File: config.mk
export PLATFORM = sky130hd
export DESIGN_NAME = udp_parser
export DESIGN_NICKNAME = d
export VERILOG_FILES = /design/src/rtl/udp_parser_pkg.sv /design/src/rtl/frame_reader.sv /design/src/rtl/header_extractor.sv /design/src/rtl/payload_fifo.sv /design/src/rtl/udp_checksum.sv /design/src/rtl/udp_parser.sv
export VERILOG_INCLUDE_DIRS = /design/src /design/src/rtl
export SDC_FILE = /design/constraint.sdc
export NUM_CORES = 1
export LEC_CHECK = 0
export BUFFER_PORTS_ARGS = -buffer_cell sky130_fd_sc_hd__buf_2
export CAP_MARGIN = 20
export CORE_MARGIN = 2
export CORE_UTILIZATION = 50
export CTS_BUF_LIST = sky130_fd_sc_hd__clkbuf_8
export CTS_CLUSTER_SIZE = 20
export DETAILED_ROUTE_END_ITERATION = 7
export PLACE_DENSITY_LB_ADDON = 0.3
export REMOVE_ABC_BUFFERS = 1
export SLEW_MARGIN = 0
export SYNTH_ARGS = -nofsm -noshare
export SYNTH_HDL_FRONTEND = slang
export SYNTH_SLANG_ARGS = --single-unit
File: constraint.sdc
create_clock -name clock -period 40.1 [get_ports clock]
set_input_delay 2.005 -clock clock [delete_from_list [all_inputs] [get_ports clock]]
set_output_delay 2.005 -clock clock [all_outputs]
set_load 0.005 [all_outputs]
File: src/rtl/udp_parser_defines.svh
`ifndef UDP_PARSER_DEFINES_SVH
`define UDP_PARSER_DEFINES_SVH

// header sizes in bytes, no IP options
`define ETH_HDR_BYTES 14
`define IP_HDR_BYTES 20
`define UDP_HDR_BYTES 8

// byte offsets counted from the sof byte
`define IP_PROTO_OFFSET 23
`define IP_SRC_OFFSET 26
`define IP_DST_OFFSET 30
`define UDP_OFFSET (`ETH_HDR_BYTES + `IP_HDR_BYTES)
`define PAYLOAD_OFFSET (`UDP_OFFSET + `UDP_HDR_BYTES)

// folded sum over a frame with a correct checksum
`define CSUM_GOOD 16'hffff

// payload buffer depth in bytes
`define PAYLOAD_FIFO_DEPTH 16

`endif

File: src/rtl/udp_parser_pkg.sv
`default_nettype none

package udp_parser_pkg;

    typedef logic [7:0] byte_t;

    // byte position inside a frame
    typedef logic [15:0] offset_t;

    typedef struct packed {
        logic [31:0] ip_src;
        logic [31:0] ip_dst;
        logic [15:0] src_port;
        logic [15:0] dst_port;
        logic [15:0] udp_length;
    } udp_hdr_t;

    // one byte of the checksum stream
    typedef struct packed {
        logic  valid;
        byte_t data;
        logic  low_lane;   // low byte of a 16-bit word
        logic  twice;      // pseudo-header length reuses the udp length
        logic  last;
    } csum_beat_t;

    typedef struct packed {
        logic    checksum_ok;
        offset_t payload_bytes;
    } frame_status_t;

endpackage

`default_nettype wire

File: src/rtl/frame_reader.sv
`timescale 1ns/10ps
`default_nettype none

module frame_reader (
    input  wire                         clock,
    input  wire                         reset,
    input  wire udp_parser_pkg::byte_t  in_data,
    input  wire                         in_sof,
    input  wire                         in_eof,
    input  wire                         in_empty,
    output logic                        in_rd_en,
    output logic                        beat_valid,
    output udp_parser_pkg::byte_t       beat_data,
    input  wire                         beat_ready,
    input  wire                         frame_end
);

    typedef enum logic [1:0] {HUNT, PASS, SKIP} state_t;

    state_t state;
    state_t state_next;

    always_ff @(posedge clock or posedge reset) begin
        if (reset) begin
            state <= HUNT;
        end else begin
            state <= state_next;
        end
    end

    always_comb begin
        state_next = state;
        beat_valid = 1'b0;
        in_rd_en   = 1'b0;
        case (state)
            HUNT: begin
                // sof byte goes on, everything else is dropped
                if (!in_empty && in_sof) begin
                    beat_valid = 1'b1;
                    in_rd_en   = beat_ready;
                    if (beat_ready) begin
                        state_next = PASS;
                    end
                end else begin
                    in_rd_en = !in_empty;
                end
            end
            PASS: begin
                beat_valid = !in_empty;
                in_rd_en   = beat_valid && beat_ready;
                if (in_rd_en && frame_end) begin
                    // no trailer means the last payload byte is the eof byte
                    state_next = in_eof ? HUNT : SKIP;
                end
            end
            SKIP: begin
                // drain trailer through eof
                in_rd_en = !in_empty;
                if (!in_empty && in_eof) begin
                    state_next = HUNT;
                end
            end
            default: begin
                state_next = HUNT;
            end
        endcase
    end

    assign beat_data = in_data;

    // eof inside the parsed region means the udp length disagrees with the frame
    assert property (@(posedge clock) disable iff (reset)
        state == PASS && in_rd_en && in_eof |-> frame_end)
        else $error("eof seen before the end of the udp payload");

endmodule

`default_nettype wire

File: src/rtl/header_extractor.sv
`timescale 1ns/10ps
`default_nettype none

`include "udp_parser_defines.svh"

module header_extractor (
    input  wire                             clock,
    input  wire                             reset,
    input  wire                             beat_valid,
    input  wire udp_parser_pkg::byte_t      beat_data,
    output logic                            beat_ready,
    output logic                            frame_end,
    output udp_parser_pkg::csum_beat_t      csum_beat,
    output logic                            pay_valid,
    output udp_parser_pkg::byte_t           pay_data,
    input  wire                             pay_ready,
    output logic                            hdr_valid,
    output udp_parser_pkg::udp_hdr_t        hdr
);

    import udp_parser_pkg::*;

    offset_t  offset;
    offset_t  payload_end;
    udp_hdr_t fields;
    logic     accept;
    logic     in_payload;
    logic     hdr_done;

    function automatic logic in_range(offset_t off, int unsigned lo, int unsigned len);
        return (off >= offset_t'(lo)) && (off < offset_t'(lo + len));
    endfunction

    assign in_payload = offset >= offset_t'(`PAYLOAD_OFFSET);

    // only payload bytes can be held back by the buffer
    assign beat_ready = in_payload ? pay_ready : 1'b1;
    assign accept     = beat_valid && beat_ready;

    // udp length counts the udp header, so the end is relative to UDP_OFFSET
    assign payload_end = offset_t'(`UDP_OFFSET) + fields.udp_length;
    assign frame_end   = accept
                       && (offset >= offset_t'(`PAYLOAD_OFFSET - 1))
                       && (offset == payload_end - 1'b1);
    assign hdr_done    = accept && (offset == offset_t'(`PAYLOAD_OFFSET - 1));

    assign pay_valid = beat_valid && in_payload;
    assign pay_data  = beat_data;

    always_comb begin
        csum_beat.valid    = accept && ((offset == offset_t'(`IP_PROTO_OFFSET))
                                        || (offset >= offset_t'(`IP_SRC_OFFSET)));
        csum_beat.data     = beat_data;
        // protocol sits at an odd offset, so parity puts it in the low lane too
        csum_beat.low_lane = offset[0];
        csum_beat.twice    = in_range(offset, `UDP_OFFSET + 4, 2);
        csum_beat.last     = frame_end;
    end

    always_ff @(posedge clock or posedge reset) begin
        if (reset) begin
            offset    <= '0;
            hdr_valid <= 1'b0;
        end else begin
            hdr_valid <= hdr_done;
            if (frame_end) begin
                offset <= '0;
            end else if (accept) begin
                offset <= offset + 1'b1;
            end
        end
    end

    // fields shift in msb first as their bytes go by
    always_ff @(posedge clock) begin
        if (accept) begin
            if (in_range(offset, `IP_SRC_OFFSET, 4)) begin
                fields.ip_src <= {fields.ip_src[23:0], beat_data};
            end
            if (in_range(offset, `IP_DST_OFFSET, 4)) begin
                fields.ip_dst <= {fields.ip_dst[23:0], beat_data};
            end
            if (in_range(offset, `UDP_OFFSET, 2)) begin
                fields.src_port <= {fields.src_port[7:0], beat_data};
            end
            if (in_range(offset, `UDP_OFFSET + 2, 2)) begin
                fields.dst_port <= {fields.dst_port[7:0], beat_data};
            end
            if (in_range(offset, `UDP_OFFSET + 4, 2)) begin
                fields.udp_length <= {fields.udp_length[7:0], beat_data};
            end
        end
        if (hdr_done) begin
            hdr <= fields;
        end
    end

    // a shorter length would end the frame inside the udp header
    assert property (@(posedge clock) disable iff (reset)
        hdr_valid |-> hdr.udp_length >= 16'(`UDP_HDR_BYTES))
        else $error("udp length below the udp header size");

endmodule

`default_nettype wire

File: src/rtl/payload_fifo.sv
`timescale 1ns/10ps
`default_nettype none

`include "udp_parser_defines.svh"

module payload_fifo #(
    parameter int DEPTH = `PAYLOAD_FIFO_DEPTH
) (
    input  wire                         clock,
    input  wire                         reset,
    input  wire                         pay_valid,
    input  wire udp_parser_pkg::byte_t  pay_data,
    output logic                        pay_ready,
    input  wire                         out_full,
    output logic                        out_wr_en,
    output udp_parser_pkg::byte_t       out_data
);

    import udp_parser_pkg::*;

    localparam int PTR_W = (DEPTH > 1) ? $clog2(DEPTH) : 1;
    localparam int CNT_W = $clog2(DEPTH + 1);

    byte_t            mem [DEPTH];
    logic [PTR_W-1:0] wr_ptr;
    logic [PTR_W-1:0] rd_ptr;
    logic [CNT_W-1:0] count;
    logic             wr_en;

    function automatic logic [PTR_W-1:0] next_ptr(logic [PTR_W-1:0] ptr);
        return (ptr == PTR_W'(DEPTH - 1)) ? '0 : ptr + 1'b1;
    endfunction

    assign pay_ready = count != CNT_W'(DEPTH);
    assign wr_en     = pay_valid && pay_ready;
    // drain whenever downstream has room
    assign out_wr_en = (count != '0) && !out_full;
    assign out_data  = mem[rd_ptr];

    always_ff @(posedge clock or posedge reset) begin
        if (reset) begin
            wr_ptr <= '0;
            rd_ptr <= '0;
            count  <= '0;
        end else begin
            if (wr_en) begin
                wr_ptr <= next_ptr(wr_ptr);
            end
            if (out_wr_en) begin
                rd_ptr <= next_ptr(rd_ptr);
            end
            case ({wr_en, out_wr_en})
                2'b10:   count <= count + 1'b1;
                2'b01:   count <= count - 1'b1;
                default: count <= count;
            endcase
        end
    end

    always_ff @(posedge clock) begin
        if (wr_en) begin
            mem[wr_ptr] <= pay_data;
        end
    end

    // equal pointers mean empty or full, and the count has to agree
    assert property (@(posedge clock) disable iff (reset)
        wr_en && (wr_ptr == rd_ptr) |-> count == '0)
        else $error("payload buffer written while full");

    assert property (@(posedge clock) disable iff (reset)
        out_wr_en && (wr_ptr == rd_ptr) |-> count == CNT_W'(DEPTH))
        else $error("payload buffer read while empty");

endmodule

`default_nettype wire

File: src/rtl/udp_checksum.sv
`timescale 1ns/10ps
`default_nettype none

`include "udp_parser_defines.svh"

module udp_checksum (
    input  wire                                 clock,
    input  wire                                 reset,
    input  wire udp_parser_pkg::csum_beat_t     csum_beat,
    output logic                                status_valid,
    output udp_parser_pkg::frame_status_t       status
);

    import udp_parser_pkg::*;

    // protocol, both addresses, udp header
    localparam int HDR_BEATS = 1 + 8 + `UDP_HDR_BYTES;

    logic [31:0] acc;
    logic [31:0] acc_next;
    logic [31:0] addend;
    logic [16:0] fold_once;
    logic [15:0] folded;
    offset_t     beats;
    logic        closing;

    assign closing = csum_beat.valid && csum_beat.last;

    always_comb begin
        if (csum_beat.low_lane) begin
            addend = {24'b0, csum_beat.data};
        end else begin
            addend = {16'b0, csum_beat.data, 8'b0};
        end
        if (csum_beat.twice) begin
            addend = addend << 1;
        end
        acc_next  = acc + addend;
        // two folds are enough for a 32-bit sum
        fold_once = {1'b0, acc_next[31:16]} + {1'b0, acc_next[15:0]};
        folded    = fold_once[15:0] + {15'b0, fold_once[16]};
    end

    always_ff @(posedge clock or posedge reset) begin
        if (reset) begin
            acc          <= '0;
            beats        <= '0;
            status_valid <= 1'b0;
        end else begin
            status_valid <= closing;
            if (closing) begin
                acc   <= '0;
                beats <= '0;
            end else if (csum_beat.valid) begin
                acc   <= acc_next;
                beats <= beats + 1'b1;
            end
        end
    end

    always_ff @(posedge clock) begin
        if (closing) begin
            status.checksum_ok   <= folded == `CSUM_GOOD;
            status.payload_bytes <= beats + 1'b1 - offset_t'(HDR_BEATS);
        end
    end

endmodule

`default_nettype wire

File: src/rtl/udp_parser.sv
`timescale 1ns/10ps
`default_nettype none

`include "udp_parser_defines.svh"

module udp_parser (
    input  wire                             clock,
    input  wire                             reset,
    input  wire udp_parser_pkg::byte_t      in_data,
    input  wire                             in_sof,
    input  wire                             in_eof,
    input  wire                             in_empty,
    output logic                            in_rd_en,
    input  wire                             out_full,
    output logic                            out_wr_en,
    output udp_parser_pkg::byte_t           out_data,
    output logic                            hdr_valid,
    output udp_parser_pkg::udp_hdr_t        hdr,
    output logic                            status_valid,
    output udp_parser_pkg::frame_status_t   status
);

    import udp_parser_pkg::*;

    logic       beat_valid;
    logic       beat_ready;
    byte_t      beat_data;
    logic       frame_end;
    csum_beat_t csum_beat;
    logic       pay_valid;
    logic       pay_ready;
    byte_t      pay_data;

    frame_reader i_frame_reader (
        .clock      (clock),
        .reset      (reset),
        .in_data    (in_data),
        .in_sof     (in_sof),
        .in_eof     (in_eof),
        .in_empty   (in_empty),
        .in_rd_en   (in_rd_en),
        .beat_valid (beat_valid),
        .beat_data  (beat_data),
        .beat_ready (beat_ready),
        .frame_end  (frame_end)
    );

    header_extractor i_header_extractor (
        .clock      (clock),
        .reset      (reset),
        .beat_valid (beat_valid),
        .beat_data  (beat_data),
        .beat_ready (beat_ready),
        .frame_end  (frame_end),
        .csum_beat  (csum_beat),
        .pay_valid  (pay_valid),
        .pay_data   (pay_data),
        .pay_ready  (pay_ready),
        .hdr_valid  (hdr_valid),
        .hdr        (hdr)
    );

    udp_checksum i_udp_checksum (
        .clock        (clock),
        .reset        (reset),
        .csum_beat    (csum_beat),
        .status_valid (status_valid),
        .status       (status)
    );

    payload_fifo #(
        .DEPTH (`PAYLOAD_FIFO_DEPTH)
    ) i_payload_fifo (
        .clock     (clock),
        .reset     (reset),
        .pay_valid (pay_valid),
        .pay_data  (pay_data),
        .pay_ready (pay_ready),
        .out_full  (out_full),
        .out_wr_en (out_wr_en),
        .out_data  (out_data)
    );

endmodule

`default_nettype wire

# Word level (Yosys, flattened, before mapping)
# Memories as Yosys holds them, arrays and structs flattened.
# Index checks and enable logic that the tools add are counted.
word_totals:
  output_inout_bits: 141
  in_bits: 14
  ramBits: 128
  rom_bits: 0
  elab_cells: 117
  memories: 1
  latchBits: 0
  ff_bits: 322
memory_table:
  columns: ["name", "depth", "word_bits", "rd", "rd_ports_with_merged_regs", "write_ports", "line_no", "rtl"]
  rows:
  - ["i_payload_fifo.mem", 16, 8, 1, 0, 1, "payload_fifo.sv:24", "byte_t mem [DEPTH];"]
classes:
  mux: 24
  n_div: 0
  n_eq_ne: 15
  mul: 0
  addsub: 12
  shift: 0
  n_reduce_logical: 32
  bitwise_logic: 0
  magnitude_cmp: 12
op_table:
  columns: ["op", "count"]
  rows:
  - ["two-way mux 32 bit", 3]
  - ["greater-or-equal comparator 16 x 6 -> 1 bit (second input constant)", 5]
  - ["two-way mux 16 bit", 5]
  - ["less-than comparator 16 x 6 -> 1 bit (second input constant)", 4]
  - ["adder 16 x 1 -> 16 bit (second input constant)", 2]
  - ["adder 32 bit", 1]
  - ["greater-or-equal comparator 16 x 5 -> 1 bit (second input constant)", 2]
  - ["logical AND 1 bit", 18]
  - ["adder 16 x 16 -> 17 bit", 1]
  - ["adder 16 x 1 -> 16 bit", 1]
  - ["adder 6 x 16 -> 16 bit (first input constant)", 1]
  - ["== test 16 bit", 1]
  - ["== test 16 bit (second input constant)", 1]
  - ["== test 16 x 5 -> 1 bit (second input constant)", 1]
  - ["== test 16 x 6 -> 1 bit (second input constant)", 1]
  - ["less-than comparator 16 x 5 -> 1 bit (second input constant)", 1]
  - ["subtractor 16 x 1 -> 16 bit (second input constant)", 1]
  - ["subtractor 16 x 5 -> 16 bit (second input constant)", 1]
  - ["two-way mux 2 bit", 5]
  - ["case mux 5 bit (2 select lines)", 1]
  - ["AND reduction 2 bit", 5]
  - ["adder 4 x 1 -> 4 bit (second input constant)", 2]
  - ["== test 4 bit (second input constant)", 2]
  - ["two-way mux 4 bit", 2]
  - ["16 further kinds", 28]

# Depth between registers and ports, before layout
depth:
  ltp_word: 10
  depth_mapped: 33
  mapped_depth_nobuf: 32

# Cells and area by module
# Synthesis repeated with hierarchy kept, for this count alone.
unflattened:
  hier_cells: 1465
  area_unflattened_um2: 20205.6
by_module_without_submodules:
  columns: ["mod", "instances", "seq_area_each_um2", "area_each_um2", "cells_each"]
  rows:
  - ["header_extractor", 1, 7151.9, 8670.8, 469]
  - ["payload_fifo", 1, 4169.0, 5865.6, 336]
  - ["udp_checksum", 1, 1736.7, 5472.7, 636]
  - ["frame_reader", 1, 50.0, 196.4, 24]

# Worst setup path before layout
# No wires, ideal clock.
synth_timing:
  kind: "input to register"
  start: "input in_empty"
  end: "register i_header_extractor.hdr_valid"
  stages: 4
  required_ns: 38.904
  arrival_time_ns: 13.219
  setup_ns: 1.196
  path_buffers: 1
  slack_ns: 25.685
  cell_sequence: "nor3_1 nand2b_1 clkbuf_1 nor4_1"
synth_via:
  elab_chain_cells: 6
synth_lines:
  columns: ["element", "line_no", "rtl"]
  rows:
  - ["start: declaration", "udp_parser.sv:12", "input wire in_empty,"]
  - ["logical NOT 1 bit (*)", "frame_reader.sv:38, frame_reader.sv:49", null]
  - ["logical AND 1 bit", "frame_reader.sv:38", "if (!in_empty && in_sof) begin"]
  - ["two-way mux 1 bit", "frame_reader.sv:38", null]
  - ["case mux 1 bit (2 select lines) (*)", "frame_reader.sv:35", "case (state)"]
  - ["logical AND 1 bit (*)", "header_extractor.sv:38", "assign accept = beat_valid && beat_ready;"]
  - ["logical AND 1 bit (*)", "header_extractor.sv:45", "assign hdr_done = accept && (offset == offset_t'(`PAYLOAD_OFFSET - 1));"]
  - ["via i_header_extractor.hdr_done", "header_extractor.sv:28", "logic hdr_done;"]
  - ["end signal: assignment", "header_extractor.sv:65", "hdr_valid <= hdr_done;"]
  - ["end: declaration", "header_extractor.sv:17", "output logic hdr_valid,"]
# The timed path passes the listed nets; every way through them passes the cells marked *.
# A chain may end at the register's enable or synchronous reset.

# Worst setup path in the final report
layout_timing:
  start: "register i_header_extractor.offset[15]"
  end: "register, netlist name i_udp_checksum.status[16]"
layout_via:
  elab_chain_cells: 7
  elab_cells_between_ends: 8
  classes_between: "add/sub (3); order compare (2); eq/ne (1); mux (1); reduce/logical (1)"
layout_lines:
  columns: ["element", "line_no", "rtl"]
  rows:
  - ["start: declaration", "header_extractor.sv:23", "offset_t offset;"]
  - ["start signal: assignment", "header_extractor.sv:69", "offset <= offset + 1'b1;"]
  - ["greater-or-equal comparator 16 x 6 -> 1 bit or less-than comparator 16 x 6 -> 1 bit (tied branches)", "header_extractor.sv:31", "return (off >= offset_t'(lo)) && (off < offset_t'(lo + len));"]
  - ["logical AND 1 bit (*)", "header_extractor.sv:31", null]
  - ["two-way mux 32 bit (*)", "udp_checksum.sv:35", "if (csum_beat.twice) begin"]
  - ["adder 32 bit (*)", "udp_checksum.sv:38", "acc_next = acc + addend;"]
  - ["adder 16 x 16 -> 17 bit (*)", "udp_checksum.sv:40", "fold_once = {1'b0, acc_next[31:16]} + {1'b0, acc_next[15:0]};"]
  - ["adder 16 x 1 -> 16 bit (*)", "udp_checksum.sv:41", "folded = fold_once[15:0] + {15'b0, fold_once[16]};"]
  - ["== test 16 bit (no line) (*)", null, null]
# Mark *: on every way between the ends. The rest lies on a longest branch, timed or not.

==> results_dict.tcl <==
set metrics [dict create \
    area_growth_pct 13.6 \
    htree_levels 3 \
    period_share_pct 20.9 \
    synth-seq-cells 450 \
    crit_required_ns 40.50 \
    p_leak_nw 8.53 \
    ios 155 \
    io_buffer_count 154 \
    routedWlPerCell_um 18.4 \
    cts_max_path_buffers 3 \
    worst_pin_slew_ns 1.03 \
    comb_power_share_pct 27.4 \
    critPathSlowestCell "a31oi_1" \
    busiest_layer "met2" \
    die-area_um2 40800 \
    layout.cells.most_common "edfxtp_1" \
    vias 11900 \
    crit_path_end_kind "flip-flop" \
    seqPwrFrac_pct 45.2 \
    met2_usage_pct 30.4 \
    multi_input_area_um2 6150 \
    rrSetupSlack_ns 31.72 \
    grt_pass1_wl_mm 62.9 \
    finalClockSkew_ns 0.0248 \
    placedCellCount 2034 \
    synth-edff-count 369 \
    cts_made_buffers 70 \
    cts-root-buf "clkbuf_8" \
    status "completed" \
    grt_setup_unrepaired "false" \
    yosys_warnings 0 \
    gr-total-overflow 0 \
    synth-compound-area-share_pct 8.42 \
    drc 0 \
    hpwl_mm 26.1 \
    fmax_mhz 119 \
    cts.hold.buffers_added 0 \
    power.density_nw_per_um2 58.3 \
    fin_nets 1659 \
    post_synth.cell_area_avg_um2 14.0 \
    synth-simple-area-share_pct 10.1 \
    synth_ff_type "edfxtp_1" \
    ant_nets 0 \
    clkSinkCount 450 \
    synthAdderAreaFrac_pct 3.76 \
    nFillCells 3044 \
    synth_xor_area_share_pct 4.61 \
    rows 72 \
    antenna_found_initial 0 \
    final_cell_mix "edfxtp_1 (369), buf_2 (154), nand2_1 (103), o21ai_0 (81), dfrtp_1 (80)" \
    period_needed_ns 8.38 \
    cts_resized 0 \
    synth_cells 1401 \
    die_width_um 202 \
    postCtsSetupRepairBufs 0 \
    grt_max_degree 73 \
    die_h_um 202 \
    use_met1_pct 28.4 \
    clk_pin_slew_worst_paths_ns 0.06 \
    drt_iter0_markers 941 \
    p_int_mw 0.873 \
    p_sw_share_pct 32.8 \
    tns_ns 0 \
    synthArstFlopShare_pct 18.0 \
    drv_slew 0 \
    critPathKind "flip-flop to flip-flop" \
    seq_area_um2 13100 \
    syn_area_um2 19600 \
    ir_drop_mv 0.0231 \
    viasPerCell 5.51 \
    worstPathArrival_ns 8.78 \
    finalHoldViolCount 0 \
    grt_usage_pct 19.6 \
    ys_types 80 \
    hp-class "flip-flop to flip-flop" \
    crit_fanout 10 \
    core_region_area_um2 38600 \
    drt_first_pass_iters 5 \
    finalSetupViolations 0 \
    pwr-share-clk_pct 27.4 \
    tritoncts "built" \
    maxCapViolCount 0 \
    max_slew_margin_pct 31.3 \
    synth_top_family_by_area "simple AND/OR/NAND/NOR gates" \
    grt_pass1_vias 11600 \
    synth_mux_area_share_pct 4.26 \
    seq_area_frac_synth_pct 66.9 \
    place_congestion 0.881 \
    post-route-util_pct 57.6 \
    hold_slack_ns 0.414 \
    antenna_cells 0 \
    crit_path_max_incr_delay_ns 0.76 \
    worstSkewPairLatency_ns 0.60 \
    use_met3_pct 3.06 \
    drive_gt1_share_pct 19.0 \
    floorplan.initialDensity_pct 50.7 \
    startpoint_type "flip-flop" \
    fin_cells 2159 \
    p_sw_mw 0.425 \
    routed_wl_mm 39.7 \
]
## sequential cells by signal (all words and copies together), names as in the netlist, 5 cells and up
name,flops
i_header_extractor.fields,112
i_header_extractor.hdr,112
i_header_extractor.offset,16
i_payload_fifo.count,5
i_payload_fifo.mem,128
i_udp_checksum.acc,32
i_udp_checksum.beats,16
i_udp_checksum.status,17
## cell usage after synthesis (all sizes together), types with 14 or more instances
cell type  instances  share of area [%]
and3              24               0.77
mux2i             35                1.8
o21ai             82                2.1
nand2            103                2.0
nor3              39                1.0
xnor2             50                2.2
o31ai             14               0.54
a22o              21               0.94
xor2              53                2.4
nor2              78                1.5
ha                54                3.5
clkbuf            33               0.64
buf               24               0.61
nand3             37               0.95
a21oi             44                1.1
nand4             16               0.51
dfrtp             81                 10
nand2b            19               0.61
edfxtp           369                 57
inv               35               0.67
mux4              16                1.8
## per-layer routing
layer	wire length [um]	share of wire, %
met1	18600	47
met2	18500	47
met3	1990	5.0
met4	629	1.6
met5	0	0
## power by group through the flow
stage / Clock [mW] / Sequential (mW) / Combinational, mW
CTS: 0.364 / 0.587 / 0.356
floorplan: 0 / 0.592 / 0.252
global route: 0.384 / 0.593 / 0.394
global placement: 0 / 0.594 / 0.348
detailed placement: 0 / 0.596 / 0.355
finish: 0.356 / 0.587 / 0.355
## cells by family (layout without fill, tap and decap cells)
kind of cell | Yosys count | count (layout)
buf+inv | 92 | 332
xor+xnor | 103 | 103
compound gates | 250 | 250
flops | 450 | 450
fa+ha+maj | 57 | 57
simple gates | 387 | 387
mux | 62 | 62
## worst max-delay path, delay by kind of cell, from the launching register on
family	cells	cell delay (ns)
AO/OA/AOI/OAI	11	2.98
multiplexers	1	0.43
flip-flops	1	0.43
XOR/XNOR	2	0.31
adder cells (fa/ha/maj)	3	0.90
AND/OR/NAND/NOR	12	3.12
## stage by stage
step | instance area, um2 | worst slack (ns) | total power [mW]
floorplan | 19300 | 25.71 | 0.844
global placement | 20900 | 31.83 | 0.942
detailed placement | 20900 | 31.68 | 0.951
CTS | 22200 | 31.80 | 1.31
global route | 22200 | 30.88 | 1.37
finish | 22200 | 31.72 | 1.30
## worst paths after layout
| path | start | end | cells past startpoint |
|---|---|---|---|
| setup / recovery | i_header_extractor.offset[15] | i_udp_checksum.status[16] | 29 |
| hold / removal | i_header_extractor.fields[74] | i_header_extractor.hdr[74] | 0 |
| setup reg to reg | i_header_extractor.offset[15] | i_udp_checksum.status[16] | 29 |
| hold reg to reg | i_header_extractor.fields[74] | i_header_extractor.hdr[74] | 0 |
| max in group asynchronous | reset | i_payload_fifo.rd_ptr[0] | 3 |
| min in group asynchronous | reset | i_udp_checksum.acc[27] | 2 |
## layout make-up
type | instances | share of cell area (%)
sequential | 450 | 58.9
clock inverter | 51 | 1.29
multi-input combinational | 859 | 27.6
tap | 518 | 2.91
clock buffer | 74 | 4.58
timing repair buffer | 172 | 4.07
inverter | 35 | 0.596
Note: power is estimated with default switching activity, not from simulation.
